File: config.mk
export PLATFORM = sky130hd
export DESIGN_NAME = conv_pe
export DESIGN_NICKNAME = d
export VERILOG_FILES = /design/src/rtl/cnn_pkg.sv /design/src/rtl/conv_pe.sv
export SDC_FILE = /design/constraint.sdc
export NUM_CORES = 2
export LEC_CHECK = 0
export BUFFER_PORTS_ARGS = -buffer_cell sky130_fd_sc_hd__buf_2
export CORE_MARGIN = 10
export CORE_UTILIZATION = 43
export DETAILED_ROUTE_END_ITERATION = 7
export PLACE_DENSITY = 0.69
export SETUP_SLACK_MARGIN = 0.15
export SYNTH_ARGS = -nofsm -noshare
export SYNTH_HDL_FRONTEND = slang
export SYNTH_SLANG_ARGS = --single-unit
File: constraint.sdc
create_clock -name clk -period 0.8 [get_ports clk]
set_input_delay 0.04 -clock clk [delete_from_list [all_inputs] [get_ports clk]]
set_output_delay 0.04 -clock clk [all_outputs]
set_load 0.01 [all_outputs]
File: src/rtl/cnn_pkg.sv
package cnn_pkg;

  // tile and kernel geometry
  localparam int TILE_ROWS   = 6;
  localparam int TILE_COLS   = 8;
  localparam int KSIZE       = 5;
  localparam int KTAPS       = KSIZE * KSIZE;
  localparam int NUM_CH      = 8;  // one PE per output channel
  localparam int WIN_ROWS    = 2;
  localparam int WIN_COLS    = 4;
  localparam int NUM_WIN     = WIN_ROWS * WIN_COLS;
  localparam int POOL_SIZE   = 4;
  localparam int NUM_GROUPS  = NUM_WIN / POOL_SIZE;

  // BRAM word counts, four bytes per word
  localparam int IF_WORDS    = TILE_ROWS * TILE_COLS / 4;
  localparam int W_WORDS     = NUM_CH * KTAPS / 4;
  localparam int OUT_WORDS   = NUM_CH * NUM_GROUPS / 4;

  localparam int QUANT_SHIFT = 6;

  typedef logic        [7:0]  pixel_t;
  typedef logic signed [7:0]  weight_t;
  typedef logic signed [31:0] acc_t;
  typedef logic        [31:0] word_t;
  typedef logic        [15:0] addr_t;

  // tap t = row * KSIZE + col
  typedef pixel_t  [KTAPS-1:0]  window_t;
  typedef weight_t [KTAPS-1:0]  kernel_t;
  typedef pixel_t  [NUM_CH-1:0] chan_pix_t;

  typedef enum logic [1:0] {IDLE, LOAD, ISSUE, FINISH} load_state_t;

  typedef struct packed {
    logic  en;
    addr_t addr;
  } bram_rd_t;

  typedef struct packed {
    logic       en;
    logic [3:0] we;
    addr_t      addr;
    word_t      din;
  } bram_wr_t;

endpackage

File: src/rtl/conv_pe.sv
`timescale 1ns/1ps

module conv_pe (
  input  logic             clk,
  input  logic             rst,
  input  logic             i_vld,
  input  cnn_pkg::window_t i_window,
  input  cnn_pkg::kernel_t i_kernel,
  output logic             o_vld,
  output cnn_pkg::pixel_t  o_pix
);
  import cnn_pkg::*;

  acc_t   acc;
  acc_t   shifted;
  pixel_t q_pix;

  always_comb begin
    acc = '0;
    for (int t = 0; t < KTAPS; t++) begin
      acc = acc + acc_t'(i_window[t]) * acc_t'($signed(i_kernel[t]));  // unsigned pixel
    end
    shifted = acc >>> QUANT_SHIFT;
    if (acc < 0)             q_pix = '0;     // relu
    else if (shifted > 255)  q_pix = 8'hff;  // saturate
    else                     q_pix = shifted[7:0];
  end

  always_ff @(posedge clk or posedge rst) begin
    if (rst) o_vld <= 1'b0;
    else     o_vld <= i_vld;
  end

  always_ff @(posedge clk) begin
    if (i_vld) o_pix <= q_pix;
  end

endmodule

==> results_dict.tcl <==
set metrics [dict create \
    status "complete, but fails checks" \
    violations "setup timing" \
    cp_common_cell "fa_1" \
    hold_viol 0 \
    nNetsFinal 10235 \
    syn-cell-area_um2 61100 \
    core_area_um2 141000 \
    drt-wirelength-per-cell_um 20.4 \
    synth-warning-count 0 \
    yosysUniqueCellTypes 58 \
    final_cell_mix "inv_1 (1975), fa_1 (1621), and2_1 (858)" \
    wl_um 189000 \
    final.min_clock_period_ns 9.77 \
    clkTransAtPathRegs_ns 0.05 \
    num_rows 138 \
    area_growth_pct 16.5 \
    min_path_type "input pin to flop" \
    setup_viol 16 \
    dp_hpwl_um 180000 \
    fmax_ghz 0.102 \
    cts.sinks 9 \
    antenna_found_initial 32 \
    crit_path_end_kind "flop" \
    synth_ff_type "edfxtp_1" \
    synth_top_cells_by_area "fa_1 (55%), ha_1 (16%), inv_1 (12%)" \
    drc_errors 0 \
    fin_ws_ns -8.97 \
    cp.arrival_ns 9.75 \
    final_common_cell "inv_1" \
    ctsHtreeMaxLevel 1 \
    drive_gt1_share_pct 16.5 \
    ys_seq_area_share_pct 0.434 \
    cap_violations 0 \
    synth_edf_count 8 \
    crit_slowest_cell "fa_2" \
    final_util_pct 50.4 \
    synth_nets 9173 \
    dieArea_um2 158000 \
    dr.pass1.iters 5 \
    port_buffers 411 \
    worstMarginPinSlew_ns 0.677 \
    drt_iter0_markers 2906 \
    synth_top_area_share_pct 55.2 \
    antenna_left 0 \
    chipWidth_um 397 \
    max_slew_margin_pct 53.6 \
    crit_required_ns 0.78 \
    worstSetupStartpointType "input pin" \
    numCtsBuffers 3 \
    dr_total_vias 44557 \
    critPathKind "input pin to flop" \
    fin_crit_sh_pct 1220 \
    synthCells 6301 \
    slew_viol_final 0 \
    track_usage_pct 24.6 \
    ys_ff_latch 9 \
    start_util_pct 43.2 \
    grt.overflow.total 0 \
    holdWs_ns 0.0576 \
    cts_root_buf "clkbuf_16" \
    worstPathMaxFanout 8 \
    grt_first_pass_wirelength_um 298000 \
    cts_buffer_depth 2 \
    synth_area_per_cell_um2 9.70 \
    cts_tree "done" \
    gp_congestion 1.00 \
    yosysTopAreaCell "fa_1" \
    grt_pass1_vias 51226 \
    place_ws_ns -9.38 \
    via_per_inst 4.81 \
    grt_max_degree 10 \
    async_reset_ff_share_pct 11.1 \
    ios 412 \
    die_height_um 397 \
    slowest_delay_ns 0.60 \
    rsz0062_at_grt "yes" \
]
## sequential cells by signal, indices dropped and copies added, names as in the netlist
register  count
o_vld         1
o_pix         8
## kinds of logic after synthesis
kind of cell	count (synthesis)	synth area share [%]
DFF	9	0.434
AOI/OAI and AO/OA	97	1.16
adders and majority gates	2469	71.2
muxes	4	0.0655
and+or+nand+nor	1692	14.5
buffers and inverters	2015	12.4
xor gates and xnor gates	15	0.215
## Yosys cell counts (5+ instances only)
cell / instances
inv_1: 1988
fa_1: 1686
and2_1: 863
ha_1: 783
nand2_1: 564
nor2_1: 134
nand2b_1: 60
a21oi_1: 39
nor2b_1: 29
o21ai_0: 13
clkbuf_1: 12
nor3_1: 9
nor4_1: 9
xnor2_1: 9
clkinv_1: 8
edfxtp_1: 8
nand4_1: 7
and3_1: 6
xor2_1: 6
a21o_1: 5
buf_2: 5
## routing by layer
layer / part of all wire [%] / vias up / global-route usage (%)
met5: 0.061 / - / 0
met4: 4.0 / 18 / 8.12
met3: 6.4 / 283 / 3.69
met2: 50 / 1322 / 42.6
met1: 40 / 22896 / 31.5
li1: - / 20038 / -
## timing repair
| item | in CTS | in global routing |
|---|---|---|
| hold buffers | 1 | 0 |
| gates resized for setup | 86 | 17 |
| buffers inserted | 3 | 0 |
| hold endpoints to repair | 1 | 0 |
| cloned | 0 | 0 |
| pin swaps | 34 | 9 |
| setup endpoints to repair | 17 | 17 |
## worst paths after layout
check,to,slack (ns),startpoint,cells after the start
min in group asynchronous,o_vld,0.18,rst,3
max in group asynchronous,o_vld,0.52,rst,3
max,o_pix[1],-8.97,i_kernel[154],34
min,o_vld,0.06,i_vld,1
## through the flow
step                cell area, um2  setup TNS, ns  std cells
finish                       71200         -72.89       9270
detailed placement           70700         -74.94       9244
global route                 71200         -75.01       9259
CTS                          71100         -72.44       9252
floorplan                    61400         -67.75       6301
global placement             70700         -73.89       9244
## critical path, delay by kind of cell
kind,cells,cell delay [ns]
AO/OA/AOI/OAI,7,1.38
adder cells (fa/ha/maj),14,7.01
buffers and inverters,11,0.76
AND/OR/NAND/NOR,2,0.59
## final cells by class
class	instances	area (um2)
Timing Repair Buffer	1076	7280
Clock inverter	1	5.00
Inverter	1996	7500
Multi-Input combinational cell	4277	53700
Fill cell	13228	70200
Tap cell	1890	2360
Antenna cell	18	45.0
Clock buffer	3	75.1
Sequential cell	9	265
Power is left out: the tool's default activity adds up to more than one toggle a clock period on the data nets, which glitch-free logic cannot reach.
