File: src/rtl/cnn_pkg.sv
package cnn_pkg;

  // tile and kernel geometry
  localparam int TILE_ROWS   = 6;
  localparam int TILE_COLS   = 8;
  localparam int KSIZE       = 5;
  localparam int KTAPS       = KSIZE * KSIZE;
  localparam int NUM_CH      = 8;  // one PE per output channel
  localparam int WIN_ROWS    = 2;
  localparam int WIN_COLS    = 4;
  localparam int NUM_WIN     = WIN_ROWS * WIN_COLS;
  localparam int POOL_SIZE   = 4;
  localparam int NUM_GROUPS  = NUM_WIN / POOL_SIZE;

  // BRAM word counts, four bytes per word
  localparam int IF_WORDS    = TILE_ROWS * TILE_COLS / 4;
  localparam int W_WORDS     = NUM_CH * KTAPS / 4;
  localparam int OUT_WORDS   = NUM_CH * NUM_GROUPS / 4;

  localparam int QUANT_SHIFT = 6;

  typedef logic        [7:0]  pixel_t;
  typedef logic signed [7:0]  weight_t;
  typedef logic signed [31:0] acc_t;
  typedef logic        [31:0] word_t;
  typedef logic        [15:0] addr_t;

  // tap t = row * KSIZE + col
  typedef pixel_t  [KTAPS-1:0]  window_t;
  typedef weight_t [KTAPS-1:0]  kernel_t;
  typedef pixel_t  [NUM_CH-1:0] chan_pix_t;

  typedef enum logic [1:0] {IDLE, LOAD, ISSUE, FINISH} load_state_t;

  typedef struct packed {
    logic  en;
    addr_t addr;
  } bram_rd_t;

  typedef struct packed {
    logic       en;
    logic [3:0] we;
    addr_t      addr;
    word_t      din;
  } bram_wr_t;

endpackage

File: src/rtl/pool_writer.sv
`timescale 1ns/1ps

module pool_writer (
  input  logic                                         clk,
  input  logic                                         rst,
  input  logic                                         i_grp_full,
  input  cnn_pkg::chan_pix_t [cnn_pkg::POOL_SIZE-1:0]  i_entries,
  output cnn_pkg::bram_wr_t                            o_tmp_wr,
  output logic                                         o_done
);
  import cnn_pkg::*;

  chan_pix_t grp_max;
  chan_pix_t bank [NUM_GROUPS];  // pooled bytes per group
  logic      grp_q;              // group being captured next
  logic      wr_act_q;
  logic [1:0] wr_cnt_q;
  logic [2:0] ch0;
  logic [2:0] ch1;

  // 2x2 max per channel
  always_comb begin
    for (int c = 0; c < NUM_CH; c++) begin
      grp_max[c] = i_entries[0][c];
      for (int i = 1; i < POOL_SIZE; i++) begin
        if (i_entries[i][c] > grp_max[c]) grp_max[c] = i_entries[i][c];
      end
    end
  end

  always_ff @(posedge clk) begin
    if (i_grp_full) bank[grp_q] <= grp_max;
  end

  always_ff @(posedge clk or posedge rst) begin
    if (rst) begin
      grp_q    <= 1'b0;
      wr_act_q <= 1'b0;
      wr_cnt_q <= '0;
      o_done   <= 1'b0;
    end else begin
      o_done <= 1'b0;
      if (i_grp_full) begin
        grp_q <= ~grp_q;
        if (grp_q) begin  // second group in, start flushing
          wr_act_q <= 1'b1;
          wr_cnt_q <= '0;
        end
      end
      if (wr_act_q) begin
        wr_cnt_q <= wr_cnt_q + 2'd1;
        if (wr_cnt_q == 2'(OUT_WORDS - 1)) begin
          wr_act_q <= 1'b0;
          o_done   <= 1'b1;
        end
      end
    end
  end

  // word n carries channels 2n and 2n+1, both groups each
  assign ch0 = {wr_cnt_q, 1'b0};
  assign ch1 = {wr_cnt_q, 1'b1};

  always_comb begin
    o_tmp_wr.en   = wr_act_q;
    o_tmp_wr.we   = {4{wr_act_q}};
    o_tmp_wr.addr = addr_t'(wr_cnt_q);
    o_tmp_wr.din  = {bank[0][ch0], bank[1][ch0], bank[0][ch1], bank[1][ch1]};
  end

  // banks hold still until the flush is over
  a_no_grp_in_flush: assert property (@(posedge clk) disable iff (rst)
    i_grp_full |-> !wr_act_q);

endmodule

File: config.mk
export PLATFORM = sky130hd
export DESIGN_NAME = pool_writer
export DESIGN_NICKNAME = d
export VERILOG_FILES = /design/src/rtl/cnn_pkg.sv /design/src/rtl/pool_writer.sv
export SDC_FILE = /design/constraint.sdc
export NUM_CORES = 1
export LEC_CHECK = 0
export BUFFER_PORTS_ARGS = -buffer_cell sky130_fd_sc_hd__buf_2
export CAP_MARGIN = 20
export CORE_UTILIZATION = 39
export CTS_CLUSTER_SIZE = 40
export DETAILED_ROUTE_END_ITERATION = 6
export PLACE_DENSITY = 0.72
export SETUP_SLACK_MARGIN = 0.4
export SLEW_MARGIN = 30
export SYNTH_ARGS = -nofsm -noshare
export SYNTH_HDL_FRONTEND = slang
export SYNTH_SLANG_ARGS = --single-unit
File: constraint.sdc
create_clock -name clk -period 3.4 [get_ports clk]
set_input_delay 0.51 -clock clk [delete_from_list [all_inputs] [get_ports clk]]
set_output_delay 0.51 -clock clk [all_outputs]
set_load 0.02 [all_outputs]
==> impl_metrics.json <==
{
  "outcome": "finished with violations",
  "violations": "negative setup slack",
  "dp_slack_ns": -1.95,
  "drt_pass1_iterations": 5,
  "ir_drop_mv": 0.315,
  "clockBufferDepth": 2,
  "clock-sinks": 133,
  "drc": 0,
  "powerDensity_mw_per_mm2": 565,
  "routed_via_density": 5.23,
  "wire_per_inst_um": 17.6,
  "cp_data_arrival_time_ns": 5.03,
  "min_delay_path_depth": 2,
  "synth-edff-count": 128,
  "synthTopCellsByCount": "ha_1, inv_1, edfxtp_1",
  "cts_made_buffers": 17,
  "synthesis.area_mm2": 0.0120,
  "grt_max_degree": 58,
  "path_max_fanout": 7,
  "hold_path.class": "in -> reg",
  "fin_worst_skew_ns": 0.00450,
  "final-setup-viol-count": 128,
  "whs_ns": 0.306,
  "initialDrtViolationCount": 498,
  "tightest_slew_ns": 0.661,
  "max_cap_violations": 0,
  "die_h_um": 177,
  "clk-insertion-delay-late_ns": 0.41,
  "root_buffer": "clkbuf_16",
  "grt_pass1_wl_um": 56700,
  "place_congestion": 0.903,
  "max_freq_mhz": 209,
  "yosys.area.top_type": "edfxtp_1",
  "synthArstFlopShare_pct": 3.76,
  "slew_headroom_pct": 55.9,
  "ios": 313,
  "min_period_ns": 4.78,
  "p_leak_nw": 9.19,
  "hold_viol_final": 0,
  "avgSynthCellArea_um2": 10.7,
  "wirelength_um": 38200,
  "ys_top_cells_by_area": "edfxtp_1, ha_1, mux2i_1",
  "cp-end-kind": "register",
  "yosys.cell_types.count": 65,
  "syn2layout_area_growth_pct": 66.6,
  "reg2reg_setup_slack_ns": 1.94,
  "clk_pin_slew_ns": 0.06,
  "yosysMostFrequentCell": "ha_1",
  "die_area_mm2": 0.0315,
  "timing.final.crit_share_pct": 141,
  "port_buffers": 298,
  "min_to": "grp_q",
  "grt_pass1_vias": 11700,
  "syn_inst": 1124,
  "rr_worst_depth": 3,
  "final_util_pct": 66.7,
  "vias": 11300,
  "htreeDepth": 4,
  "coreArea_mm2": 0.0300,
  "holdCritStartpoint": "i_grp_full",
  "synth-seq-cells": 133,
  "critical_path_class": "in -> reg",
  "timing.final.ws_setup_ns": -1.38,
  "finish.net_count": 2209,
  "antenna_found_initial": 5,
  "hpwlAfterDp_um": 27800,
  "start_util_pct": 40.0,
  "ant_nets": 0,
  "r2r-start": "grp_q",
  "grt_use_total_pct": 22.8,
  "p_total_mw": 11.3,
  "yosysWarnings": 0,
  "rsz0062_at_grt": "true",
  "synth_top_area_share_pct": 32.1,
  "critPathRequiredTime_ns": 3.65,
  "die_x_um": 177,
  "crit_path_start_kind": "input pin",
  "cts_tree": "yes",
  "slew_violations": 0,
  "ys.flop_type": "edfxtp_1",
  "ys_seq_area_share_pct": 33.1,
  "grt_overflow": 0,
  "rows": 63,
  "crit-reg2reg-capture": "bank[1][3]",
  "setup_tns_ns": -151.07,
  "drive_gt1_share_pct": 60.5
}
## sequential cells by signal, indices dropped and copies added (netlist names)
signal	flops
bank	128
wr_cnt_q	2
grp_q	1
wr_act_q	1
o_done	1
## critical path: stages
cell and delay [ns]:
buf_2 0.09, inv_1 0.06, ha_4 0.28, nand4_1 0.20, or2_4 0.31, o21ai_4 0.07, buf_12 0.15, mux2_4 0.31
inv_2 0.07, ha_4 0.19, o21a_1 0.21, o21bai_1 0.16, a21oi_1 0.09, o22ai_1 0.21, a31oi_2 0.08, nor3_4 0.25
buf_6 0.18, mux2i_2 0.27, ha_1 0.16, nand4_1 0.15, o21bai_2 0.23, a22oi_2 0.34, buf_6 0.21, mux2i_4 0.26
## power breakdown
group          switching [mW]  internal (mW)  leakage (nW)  total, mW
registers               0.210           2.49          1.26       2.70
logic                    3.37           3.42          7.66       6.79
clock network           0.710           1.08         0.277       1.79
total                    4.29           7.00          9.19       11.3
## worst max path at each step
stage	from	endpoint	slack [ns]	depth (start not counted)
2_1_floorplan	i_entries[57]	bank[0][58]	-1.52	24
3_3_place_gp	i_entries[17]	bank[0][22]	-1.84	25
3_5_place_dp	i_entries[57]	bank[1][61]	-1.95	26
4_1_cts	i_entries[17]	bank[0][22]	-1.29	26
5_1_grt	i_entries[14]	bank[1][9]	-1.51	25
6_report	i_entries[14]	bank[1][9]	-1.38	24
## layout make-up
type | count | area, um2
antenna | 2 | 5.00
clock buffer | 17 | 425
clock inverter | 15 | 155
fill | 2086 | 9970
inverter | 151 | 652
multi-input combinational | 817 | 9720
sequential | 133 | 3970
tap | 390 | 488
timing repair buffer | 640 | 4570
## cells in the final DEF, fill, tap and decap left out, types with 32 or more instances in the layout
master	netlist	routed
buf_4	19	289
a21oi_2	2	33
edfxtp_1	128	128
ha_1	190	132
mux2i_1	97	42
buf_2	0	269
a21o_1	36	36
mux2i_4	1	34
ha_4	0	55
mux4_2	32	32
mux2_4	3	32
inv_1	151	118
buf_6	0	61
## through the flow
stage	instances	cell area, um2
floorplan	1137	12800
global placement	2034	16400
detailed placement	2034	16400
CTS	2136	19000
global route	2164	20000
finish	2165	20000
## cell families after synthesis
kind of cell,synth area share [%]
simple gates,8.25
buf+inv,6.45
xor+xnor,0.0730
flops,33.1
other cells,0.0313
mux,18.2
fa+ha+maj,19.8
compound gates,14.0
## what timing repair did
action,4_1_cts,5_1_grt
hold buffers,1,0
hold endpoints to repair,5,0
setup endpoints to repair,128,128
cloned,1,0
buffers inserted,68,27
pin swaps,97,72
resized for setup,284,141
## metal layers
metal	routed length, um	part of all wire, %	vias to the layer above	GRT usage [%]
met5	10	0.026	-	0
met4	1070	2.8	2	7.80
met3	2130	5.6	83	3.56
met2	19600	51	375	41.0
met1	15400	40	5412	27.4
li1	-	-	5458	-
No activity file was read; power rests on OpenSTA's default activity.
