--- config.mk ---
export PLATFORM = sky130hd
export DESIGN_NAME = pool_buffer
export DESIGN_NICKNAME = d
export VERILOG_FILES = /design/src/rtl/cnn_pkg.sv /design/src/rtl/pool_buffer.sv
export SDC_FILE = /design/constraint.sdc
export NUM_CORES = 1
export LEC_CHECK = 0
export BUFFER_PORTS_ARGS = -buffer_cell sky130_fd_sc_hd__buf_2
export CELL_PAD_IN_SITES_DETAIL_PLACEMENT = 1
export CELL_PAD_IN_SITES_GLOBAL_PLACEMENT = 1
export CORE_MARGIN = 10
export CORE_UTILIZATION = 43
export CTS_CLUSTER_SIZE = 20
export DETAILED_ROUTE_END_ITERATION = 16
export PLACE_DENSITY_LB_ADDON = 0.08
export SYNTH_ARGS = -nofsm -noshare
export SYNTH_HDL_FRONTEND = slang
export SYNTH_SLANG_ARGS = --single-unit
--- constraint.sdc ---
create_clock -name clk -period 2.1 [get_ports clk]
set_input_delay 0.21 -clock clk [delete_from_list [all_inputs] [get_ports clk]]
set_output_delay 0.21 -clock clk [all_outputs]
set_load 0.005 [all_outputs]
--- src/rtl/cnn_pkg.sv ---
package cnn_pkg;

  // tile and kernel geometry
  localparam int TILE_ROWS   = 6;
  localparam int TILE_COLS   = 8;
  localparam int KSIZE       = 5;
  localparam int KTAPS       = KSIZE * KSIZE;
  localparam int NUM_CH      = 8;  // one PE per output channel
  localparam int WIN_ROWS    = 2;
  localparam int WIN_COLS    = 4;
  localparam int NUM_WIN     = WIN_ROWS * WIN_COLS;
  localparam int POOL_SIZE   = 4;
  localparam int NUM_GROUPS  = NUM_WIN / POOL_SIZE;

  // BRAM word counts, four bytes per word
  localparam int IF_WORDS    = TILE_ROWS * TILE_COLS / 4;
  localparam int W_WORDS     = NUM_CH * KTAPS / 4;
  localparam int OUT_WORDS   = NUM_CH * NUM_GROUPS / 4;

  localparam int QUANT_SHIFT = 6;

  typedef logic        [7:0]  pixel_t;
  typedef logic signed [7:0]  weight_t;
  typedef logic signed [31:0] acc_t;
  typedef logic        [31:0] word_t;
  typedef logic        [15:0] addr_t;

  // tap t = row * KSIZE + col
  typedef pixel_t  [KTAPS-1:0]  window_t;
  typedef weight_t [KTAPS-1:0]  kernel_t;
  typedef pixel_t  [NUM_CH-1:0] chan_pix_t;

  typedef enum logic [1:0] {IDLE, LOAD, ISSUE, FINISH} load_state_t;

  typedef struct packed {
    logic  en;
    addr_t addr;
  } bram_rd_t;

  typedef struct packed {
    logic       en;
    logic [3:0] we;
    addr_t      addr;
    word_t      din;
  } bram_wr_t;

endpackage

--- src/rtl/pool_buffer.sv ---
`timescale 1ns/1ps

module pool_buffer (
  input  logic                                         clk,
  input  logic                                         rst,
  input  logic                                         i_vld,
  input  cnn_pkg::chan_pix_t                           i_pix,
  output logic                                         o_grp_full,
  output cnn_pkg::chan_pix_t [cnn_pkg::POOL_SIZE-1:0]  o_entries
);
  import cnn_pkg::*;

  logic [1:0] fill_q;  // results stored in the current group

  always_ff @(posedge clk or posedge rst) begin
    if (rst) begin
      fill_q     <= '0;
      o_grp_full <= 1'b0;
    end else begin
      o_grp_full <= i_vld && (fill_q == 2'(POOL_SIZE - 1));  // shows with the 4th entry
      if (i_vld) fill_q <= fill_q + 2'd1;
    end
  end

  // newest result at entry 0
  always_ff @(posedge clk) begin
    if (i_vld) begin
      o_entries[0] <= i_pix;
      for (int i = 1; i < POOL_SIZE; i++) begin
        o_entries[i] <= o_entries[i-1];
      end
    end
  end

  // a started group always completes in consecutive cycles
  a_grp_no_gap: assert property (@(posedge clk) disable iff (rst)
    (fill_q != 2'd0) |-> i_vld);

endmodule

==> results of run 1 <==
-- how the worst max path moves through the flow --
stage / start / slack (ns) / to
after global placement: i_vld / 0.86 / o_entries[106]$_DFFE_PP_
after detailed placement: i_vld / 0.82 / o_entries[170]$_DFFE_PP_
after global routing: o_entries[181]$_DFFE_PP_ / 0.71 / o_entries[181]
final: o_entries[181]$_DFFE_PP_ / 0.77 / o_entries[181]
after CTS: o_entries[181]$_DFFE_PP_ / 0.73 / o_entries[181]
after floorplan: fill_q[0]$_DFFE_PP0P_ / 1.08 / fill_q[1]$_DFFE_PP0P_
-- timing repair --
action / CTS / global route
buffers inserted: 0 / 0
hold endpoints to repair: 67 / 0
hold buffers: 65 / 0
-- sequential cells by signal (all words and copies together), names as in the netlist --
signal / cells
fill_q: 2
o_grp_full: 1
o_entries: 256
-- layout make-up --
class	instances	area [µm²]	share of cell area [%]
Clock buffer	36	752	6.60
Clock inverter	15	185	1.63
Inverter	1	3.75	0.0329
Multi-Input combinational cell	4	43.8	0.384
Sequential cell	259	7760	68.1
Tap cell	229	287	2.51
Timing Repair Buffer	394	2360	20.7
-- power by group through the flow --
stage	Combinational (mW)	Sequential [mW]	Clock, mW
final	0.757	6.28	4.91
after global routing	0.828	6.33	5.29
after CTS	0.775	6.29	5.04
after detailed placement	0.675	6.39	0
after global placement	0.667	6.36	0
after floorplan	0.0435	6.40	0
-- Yosys cell counts --
master	number	area share, %
mux2_4	1	0.19
ha_1	1	0.16
and2_2	1	0.096
inv_1	1	0.048
dfrtp_1	3	0.96
edfxtp_1	256	98
xor2_1	1	0.11
-- through the flow --
| step | cells | utilization (%) | setup WS, ns | cell area (µm²) | hold WS, ns |
|---|---|---|---|---|---|
| 2_1_floorplan | 264 | - | 1.08 | 7810 | -0.0364 |
| 6_report | 938 | 63.6 | 0.766 | 11400 | 0.106 |
| 4_1_cts | 938 | 63.6 | 0.729 | 11400 | 0.0940 |
| 3_3_place_gp | 822 | 54.8 | 0.856 | 9810 | 0.0761 |
| 5_1_grt | 938 | 63.6 | 0.710 | 11400 | 0.100 |
| 3_5_place_dp | 822 | 54.8 | 0.821 | 9810 | 0.0805 |
-- cells by family (layout without fill, tap and decap cells) --
family	Yosys count	count (layout)	share of synthesized area (%)
flip-flops	259	259	99.4
adder cells (fa/ha/maj)	1	1	0.160
XOR/XNOR	1	1	0.112
buffers and inverters	1	446	0.0480
AND/OR/NAND/NOR	1	1	0.0962
multiplexers	1	1	0.192
-- per-layer routing --
layer,wire length (µm),vias up,part of all wire [%]
met5,0,-,0
met3,2070,26,9.9
met1,7290,2131,35
li1,-,1931,-
met2,11200,202,54
met4,325,0,1.6
==> impl_metrics.yaml, run 1 <==
sta:
  finalHoldViolCount: 0
  finalSetupViolCount: 0
  period_share_pct: 63.5
  clock.fmax_mhz: 749
  rsz0062_at_grt: "false"
  relSlewSlack_pct: 74.5
  clock_skew_ns: 0.00900
  worstMarginPinSlew_ns: 0.382
  fin_tns_setup_ns: 0
  finalCriticalPeriod_ns: 1.33
  slew_viol_final: 0
global_route:
  track_usage_pct: 16.6
  grt_most_used_layer: "met2"
  grt_antenna_before_repair: 0
  met3_usage_pct: 7.07
  grt_pass1_wl_um: 30300
  gr-total-overflow: 0
  grt_use_met2_pct: 30.1
  grt_util_met1_pct: 17.1
  grt_pass1_vias: 4761
  grt_max_degree: 62
power:
  total_leakage_power_nw: 4.61
  swShare_pct: 20.3
  p_int_mw: 9.52
  combPwrFrac_pct: 6.3
  pwr-share-clk_pct: 41.1
  pwr-share-seq_pct: 52.6
  power.total_mw: 11.9
  p_per_area_nw_per_um2: 1050
  p_switching_mw: 2.43
  peakVddDrop_v: 0.000912
drt:
  antenna_left: 0
  drt_iter0_markers: 204
  drc_errors: 0
  drt-pass1-iter-count: 4
  wl_per_cell_um: 22.3
  dr_total_vias: 4290
  viasPerCell: 4.57
  wirelength_um: 20900
synth:
  syn_inst: 264
  syn_nets: 332
  ys_seq_area_share_pct: 99.4
  ys_types: 7
  ys_ff_latch: 259
  synth.cell_area_um2: 7810
  syn_avg_cell_area_um2: 29.6
  ys_warn_count: 0
layout:
  nets: 756
  final_cell_mix: "buf_2, edfxtp_1, dlygate4sd3_1"
  fillCellCount: 1607
  area_delta_synth_final_pct: 45.9
  layout_commonest_cell: "buf_2"
  drive_gt1_share_pct: 52.8
  antennaDiodeCount: 0
worst_setup_path:
  ff2ff_setup_slack_ns: 1.05
  r2r_cells: 2
  timing.rr.start: "fill_q[0]$_DFFE_PP0P_"
  start_kind: "flop"
  critical_path_arrival_ns: 1.12
  path_depth: 1
  crit_chain: "buf_2"
  cp.required_ns: 1.89
  reg2reg_to: "fill_q[1]$_DFFE_PP0P_"
  worst-path-buf-inv: 1
  crit_path_end_kind: "output pin"
  worstSetupPathType: "flop to output pin"
  cp_max_fo: 2
  critPathSlowestCell: "edfxtp_1"
  path_delay_family: "flip-flops"
  critPathMaxStageDelay_ns: 0.44
cts:
  cts_resized: 0
  cts_buffers: 28
  cts_sinks: 259
  cts_tree: "done"
  cts_root_buffer: "clkbuf_16"
  cts.clk_slew.worst_paths_ns: 0.07
  clkLatencyLatePin_ns: 0.52
  htreeDepth: 1
  cts_buffer_depth: 3
min_path:
  whs_path_depth: 1
  worstHoldPathType: "primary input to flop"
  hold_end: "o_entries[166]$_DFFE_PP_"
  hp-start: "i_vld"
floorplan:
  start_util_pct: 43.6
  die_x_um: 155
  core_area_um2: 17900
  num_rows: 49
  dieArea_um2: 24000
  io_pins: 324
  die_h_um: 155
status:
  outcome: "complete, no violations"
placed_design:
  routabilityCongestion: 0.785
  place_hpwl_um: 14500
  io_buffers: 323
flow_run:
  cap_violations: 0
Power figures use the tool's default switching activity.
==> inputs of run 2 (changes only) <==
- CORE_UTILIZATION: 43 -> 36
- clock period: 2.1 -> 1.2 ns (I/O delays scaled with it)
==> impl_metrics.yaml, run 2 (synthesized netlist as in run 1, its figures left out) <==
worst_setup_path:
  critPathSlowestCell: "edfxtp_1"
  ff2ff_setup_slack_ns: 0.15
  worst-path-buf-inv: 1
  critPathCapture: "o_entries[33]"
  setup.worst_path.start: "o_entries[33]$_DFFE_PP_"
  critical_path_arrival_ns: 1.11
  timing.rr.start: "fill_q[0]$_DFFE_PP0P_"
  path_delay_family: "flip-flops"
  path_depth: 1
  start_kind: "flop"
  reg2reg_to: "fill_q[1]$_DFFE_PP0P_"
  critPathMaxStageDelay_ns: 0.42
  crit_chain: "buf_2"
  crit_path_end_kind: "output pin"
  worstSetupPathType: "flop to output pin"
  r2r_cells: 2
  cp_max_fo: 2
  cp.required_ns: 1.08
layout:
  antennaDiodeCount: 0
  area_delta_synth_final_pct: 57.3
  fillCellCount: 2015
  top_regs: "o_entries x256, fill_q x2, o_grp_full x1"
  nets: 877
  final_cell_mix: "buf_2, edfxtp_1, buf_4"
  stdcell_count: 1102
  largest_reg_flops: 256
  layout_commonest_cell: "buf_2"
  drive_gt1_share_pct: 58.4
  regMostFlops: "o_entries"
  fin_area_um2: 12300
placed_design:
  placed_area_um2: 9930
  routabilityCongestion: 0.778
  place_hpwl_um: 15500
  dp.cells: 874
  io_buffers: 323
power:
  p_per_area_nw_per_um2: 1640
  total_leakage_power_nw: 5.15
  peakVddDrop_v: 0.00118
drt:
  viasPerCell: 4.33
  drt-pass1-iter-count: 4
  antenna_left: 0
  drc_errors: 0
  drt_iter0_markers: 177
  wl_per_cell_um: 20.3
  dr_total_vias: 4772
  wirelength_um: 22400
sta:
  finalHoldViolCount: 0
  clock_skew_ns: 0.00819
  finalCriticalPeriod_ns: 1.23
  slew_viol_final: 0
  worstMarginPinSlew_ns: 0.288
  period_share_pct: 103
  relSlewSlack_pct: 80.8
  clock.fmax_mhz: 813
  setup_slack_ns: -0.0303
  finalSetupViolCount: 15
  rsz0062_at_grt: "true"
cts:
  cts.clk_slew.worst_paths_ns: 0.06
  htreeDepth: 1
  clkLatencyLatePin_ns: 0.52
  cts_buffer_depth: 3
  cts_root_buffer: "clkbuf_16"
  cts_sinks: 259
  cts_tree: "done"
  cts_buffers: 27
flow_run:
  cap_violations: 0
status:
  failed_checks: "negative setup slack"
  outcome: "finished, violations left"
floorplan:
  num_rows: 53
  io_pins: 324
  die_h_um: 167
  dieArea_um2: 28000
  die_x_um: 167
  core_area_um2: 21200
  start_util_pct: 36.9
global_route:
  grt_antenna_before_repair: 0
  grt_pass1_wl_um: 31800
  gr-total-overflow: 0
  track_usage_pct: 14.6
  grt_max_degree: 41
  grt_pass1_vias: 5217
min_path:
  worstHoldPathType: "primary input to asynchronous set/reset pin"
==> run 2: cell count changes in the layout (fill, tap and decap cells not counted), moves of 2 or more <==
cell and change:
buf_2 -7, clkinv_2 -3, clkinv_1 +11, buf_4 +119
buf_12 +2, bufinv_16 -3, clkinvlp_4 -3, clkbuf_16 -2
clkbuf_1 -3, buf_6 +7
==> run 2: how the worst min path moves through the flow <==
| stage | end | slack (ns) | cells past startpoint |
|---|---|---|---|
| finish | fill_q[1]$_DFFE_PP0P_ | 0.06 | 3 |
| floorplan | fill_q[0]$_DFFE_PP0P_ | -0.13 | 1 |
| detailed placement | o_grp_full$_DFF_PP0_ | 0.005 | 2 |
| CTS | o_grp_full$_DFF_PP0_ | 0.04 | 3 |
| global route | o_grp_full$_DFF_PP0_ | 0.05 | 3 |
| global placement | fill_q[0]$_DFFE_PP0P_ | -0.01 | 2 |
==> run 2: report_power, final <==
| group | internal, mW | switching [mW] | total (mW) |
|---|---|---|---|
| Combinational | 1.00 | 0.768 | 1.77 |
| Sequential | 10.7 | 0.290 | 11.0 |
| Clock | 4.28 | 3.15 | 7.43 |
| Total | 16.0 | 4.21 | 20.2 |
==> run 2: final cells by class <==
type / count / area, µm² / share of cell area, %
inverters: 1 / 3.75 / 0.0306
repair buffers: 516 / 3350 / 27.3
well taps: 275 / 344 / 2.80
clock buffers: 31 / 691 / 5.62
flip-flops and latches: 259 / 7760 / 63.2
multi-input cells: 4 / 43.8 / 0.357
clock inverters: 16 / 90.1 / 0.733
==> run 2: what timing repair did <==
| action | 4_1_cts | 5_1_grt |
|---|---|---|
| gates cloned | 0 | 0 |
| buffers inserted | 66 | 49 |
| setup endpoints to repair | 113 | 186 |
| pin swaps | 0 | 0 |
| endpoints found under the hold margin | 80 | 0 |
| gates resized for setup | 0 | 9 |
| hold buffers | 66 | 0 |
==> run 2: layer usage <==
layer  global-route usage (%)  up-vias  wire, µm
li1                         -     2167         -
met4                     4.05        0       504
met3                     7.70       36      2680
met5                        0        -         0
met2                     25.3      244     11400
met1                     15.1     2325      7800
==> run 2: metrics by stage <==
step,hold WS [ns],utilization (%),power (mW),setup slack [ns],TNS (ns)
2_1_floorplan,-0.126,-,11.3,0.182,0
3_3_place_gp,-0.0106,47.0,12.3,0.148,0
3_5_place_dp,0.00475,47.0,12.4,0.144,0
4_1_cts,0.0442,56.1,20.3,-0.0455,-0.918
5_1_grt,0.0533,58.1,21.0,-0.0781,-3.77
6_report,0.0560,58.1,20.2,-0.0303,-0.115
==> inputs of run 3 (changes only) <==
- RECOVER_POWER: default -> 50
==> impl_metrics.yaml, run 3 (synthesized netlist as in run 1, its figures left out) <==
status:
  outcome: "finished, violations left"
  failed_checks: "negative setup slack"
global_route:
  grt_pass1_vias: 5217
  track_usage_pct: 14.6
  gr-total-overflow: 0
  grt_pass1_wl_um: 31800
  grt_antenna_before_repair: 0
  grt_max_degree: 41
layout:
  top_regs: "o_entries x256, fill_q x2, o_grp_full x1"
  fin_area_um2: 12300
  final_cell_mix: "buf_2, edfxtp_1, clkbuf_4"
  nets: 877
  utilization_pct: 58.0
  layout_commonest_cell: "buf_2"
  antennaDiodeCount: 0
  area_delta_synth_final_pct: 57.0
  regMostFlops: "o_entries"
  largest_reg_flops: 256
  drive_gt1_share_pct: 57.9
flow_run:
  cap_violations: 0
drt:
  dr_total_vias: 4760
  wirelength_um: 22300
  drt_iter0_markers: 173
  wl_per_cell_um: 20.2
  drc_errors: 0
  drt-pass1-iter-count: 4
  antenna_left: 0
  viasPerCell: 4.32
placed_design:
  routabilityCongestion: 0.778
  placed_area_um2: 9930
  io_buffers: 323
  place_hpwl_um: 15500
cts:
  cts_sinks: 259
  clkLatencyLatePin_ns: 0.52
  cts.clk_slew.worst_paths_ns: 0.06
  cts_buffer_depth: 3
  cts_root_buffer: "clkbuf_16"
  htreeDepth: 1
  cts_tree: "done"
  cts_buffers: 27
power:
  power.total_mw: 20.2
  p_per_area_nw_per_um2: 1640
  pwr-share-seq_pct: 54.5
  pwr-share-clk_pct: 36.9
  total_leakage_power_nw: 5.12
  swShare_pct: 20.8
  peakVddDrop_v: 0.00118
  combPwrFrac_pct: 8.6
  p_int_mw: 16.0
  p_switching_mw: 4.20
floorplan:
  num_rows: 53
  core_area_um2: 21200
  dieArea_um2: 28000
  die_x_um: 167
  start_util_pct: 36.9
  io_pins: 324
  die_h_um: 167
min_path:
  worstHoldPathType: "primary input to asynchronous set/reset pin"
sta:
  finalSetupViolCount: 11
  finalCriticalPeriod_ns: 1.23
  clock_skew_ns: 0.00866
  setup_slack_ns: -0.0277
  rsz0062_at_grt: "true"
  relSlewSlack_pct: 78.8
  clock.fmax_mhz: 815
  finalHoldViolCount: 0
  period_share_pct: 102
  worstMarginPinSlew_ns: 0.318
  slew_viol_final: 0
worst_setup_path:
  critPathMaxStageDelay_ns: 0.42
  r2r_cells: 2
  critPathSlowestCell: "edfxtp_1"
  timing.rr.start: "fill_q[0]$_DFFE_PP0P_"
  path_delay_family: "flip-flops"
  worstSetupPathType: "flop to output pin"
  crit_chain: "buf_2"
  cp_max_fo: 2
  start_kind: "flop"
  worst-path-buf-inv: 1
  reg2reg_to: "fill_q[1]$_DFFE_PP0P_"
  crit_path_end_kind: "output pin"
  cp.required_ns: 1.08
  ff2ff_setup_slack_ns: 0.15
  critical_path_arrival_ns: 1.11
run 3: cell count changes in the layout (fill, tap and decap cells not counted):
cell | previous run | this run
buf_4 | 122 | 27
buf_6 | 7 | 8
clkbuf_2 | 0 | 3
buf_12 | 5 | 4
clkbuf_1 | 4 | 8
buf_2 | 315 | 310
clkbuf_4 | 0 | 93
run 3: repair_timing:
action	4_1_cts	5_1_grt
setup endpoints to repair	113	186
endpoints found under the hold margin	80	0
hold buffers	66	0
resized for setup	0	9
buffers inserted	66	49
run 3: layer usage:
metal  share of wire, %  vias up  track usage, %  wire [µm]
met5                  0        -               0          0
met4                2.3        0            4.05        511
met3                 12       37            7.70       2730
met2                 51      241            25.3      11300
met1                 35     2317            15.1       7750
li1                   -     2165               -          -
run 3: worst max path at each step:
stage | start | endpoint | cells past startpoint
floorplan | fill_q[0]$_DFFE_PP0P_ | fill_q[1]$_DFFE_PP0P_ | 2
global placement | fill_q[0]$_DFFE_PP0P_ | fill_q[1]$_DFFE_PP0P_ | 2
detailed placement | fill_q[0]$_DFFE_PP0P_ | fill_q[1]$_DFFE_PP0P_ | 2
CTS | o_entries[15]$_DFFE_PP_ | o_entries[15] | 1
global route | o_entries[33]$_DFFE_PP_ | o_entries[33] | 1
finish | o_entries[33]$_DFFE_PP_ | o_entries[33] | 1
run 3: per-stage QoR:
| step | setup TNS, ns | cells | setup slack (ns) | hold WS [ns] |
|---|---|---|---|---|
| 4_1_cts | -0.918 | 1053 | -0.0455 | 0.0442 |
| 5_1_grt | -3.95 | 1102 | -0.0760 | 0.0533 |
| 6_report | -0.0902 | 1102 | -0.0277 | 0.0637 |
| 2_1_floorplan | 0 | 264 | 0.182 | -0.126 |
| 3_3_place_gp | 0 | 874 | 0.148 | -0.0106 |
| 3_5_place_dp | 0 | 874 | 0.144 | 0.00475 |
run 3: power by group through the flow:
stage               Sequential [mW]  Clock, mW  Combinational, mW
finish                         11.0       7.43               1.74
global route                   11.1       8.04               1.91
CTS                            11.0       7.64               1.62
detailed placement             11.2          0               1.22
global placement               11.1          0               1.21
floorplan                      11.2          0             0.0762
run 3: tightest hold or removal path, stage by stage:
cell and delay (ns):
dlygate4sd3_1 0.56, buf_2 0.13, inv_1 0.11
run 3: cell type report:
type                            instances  area [µm²]
Fill cell                            2021        8890
Sequential cell                       259        7760
Timing Repair Buffer                  516        3330
Clock buffer                           31         691
Tap cell                              275         344
Clock inverter                         16        90.1
Multi-Input combinational cell          4        43.8
Inverter                                1        3.75
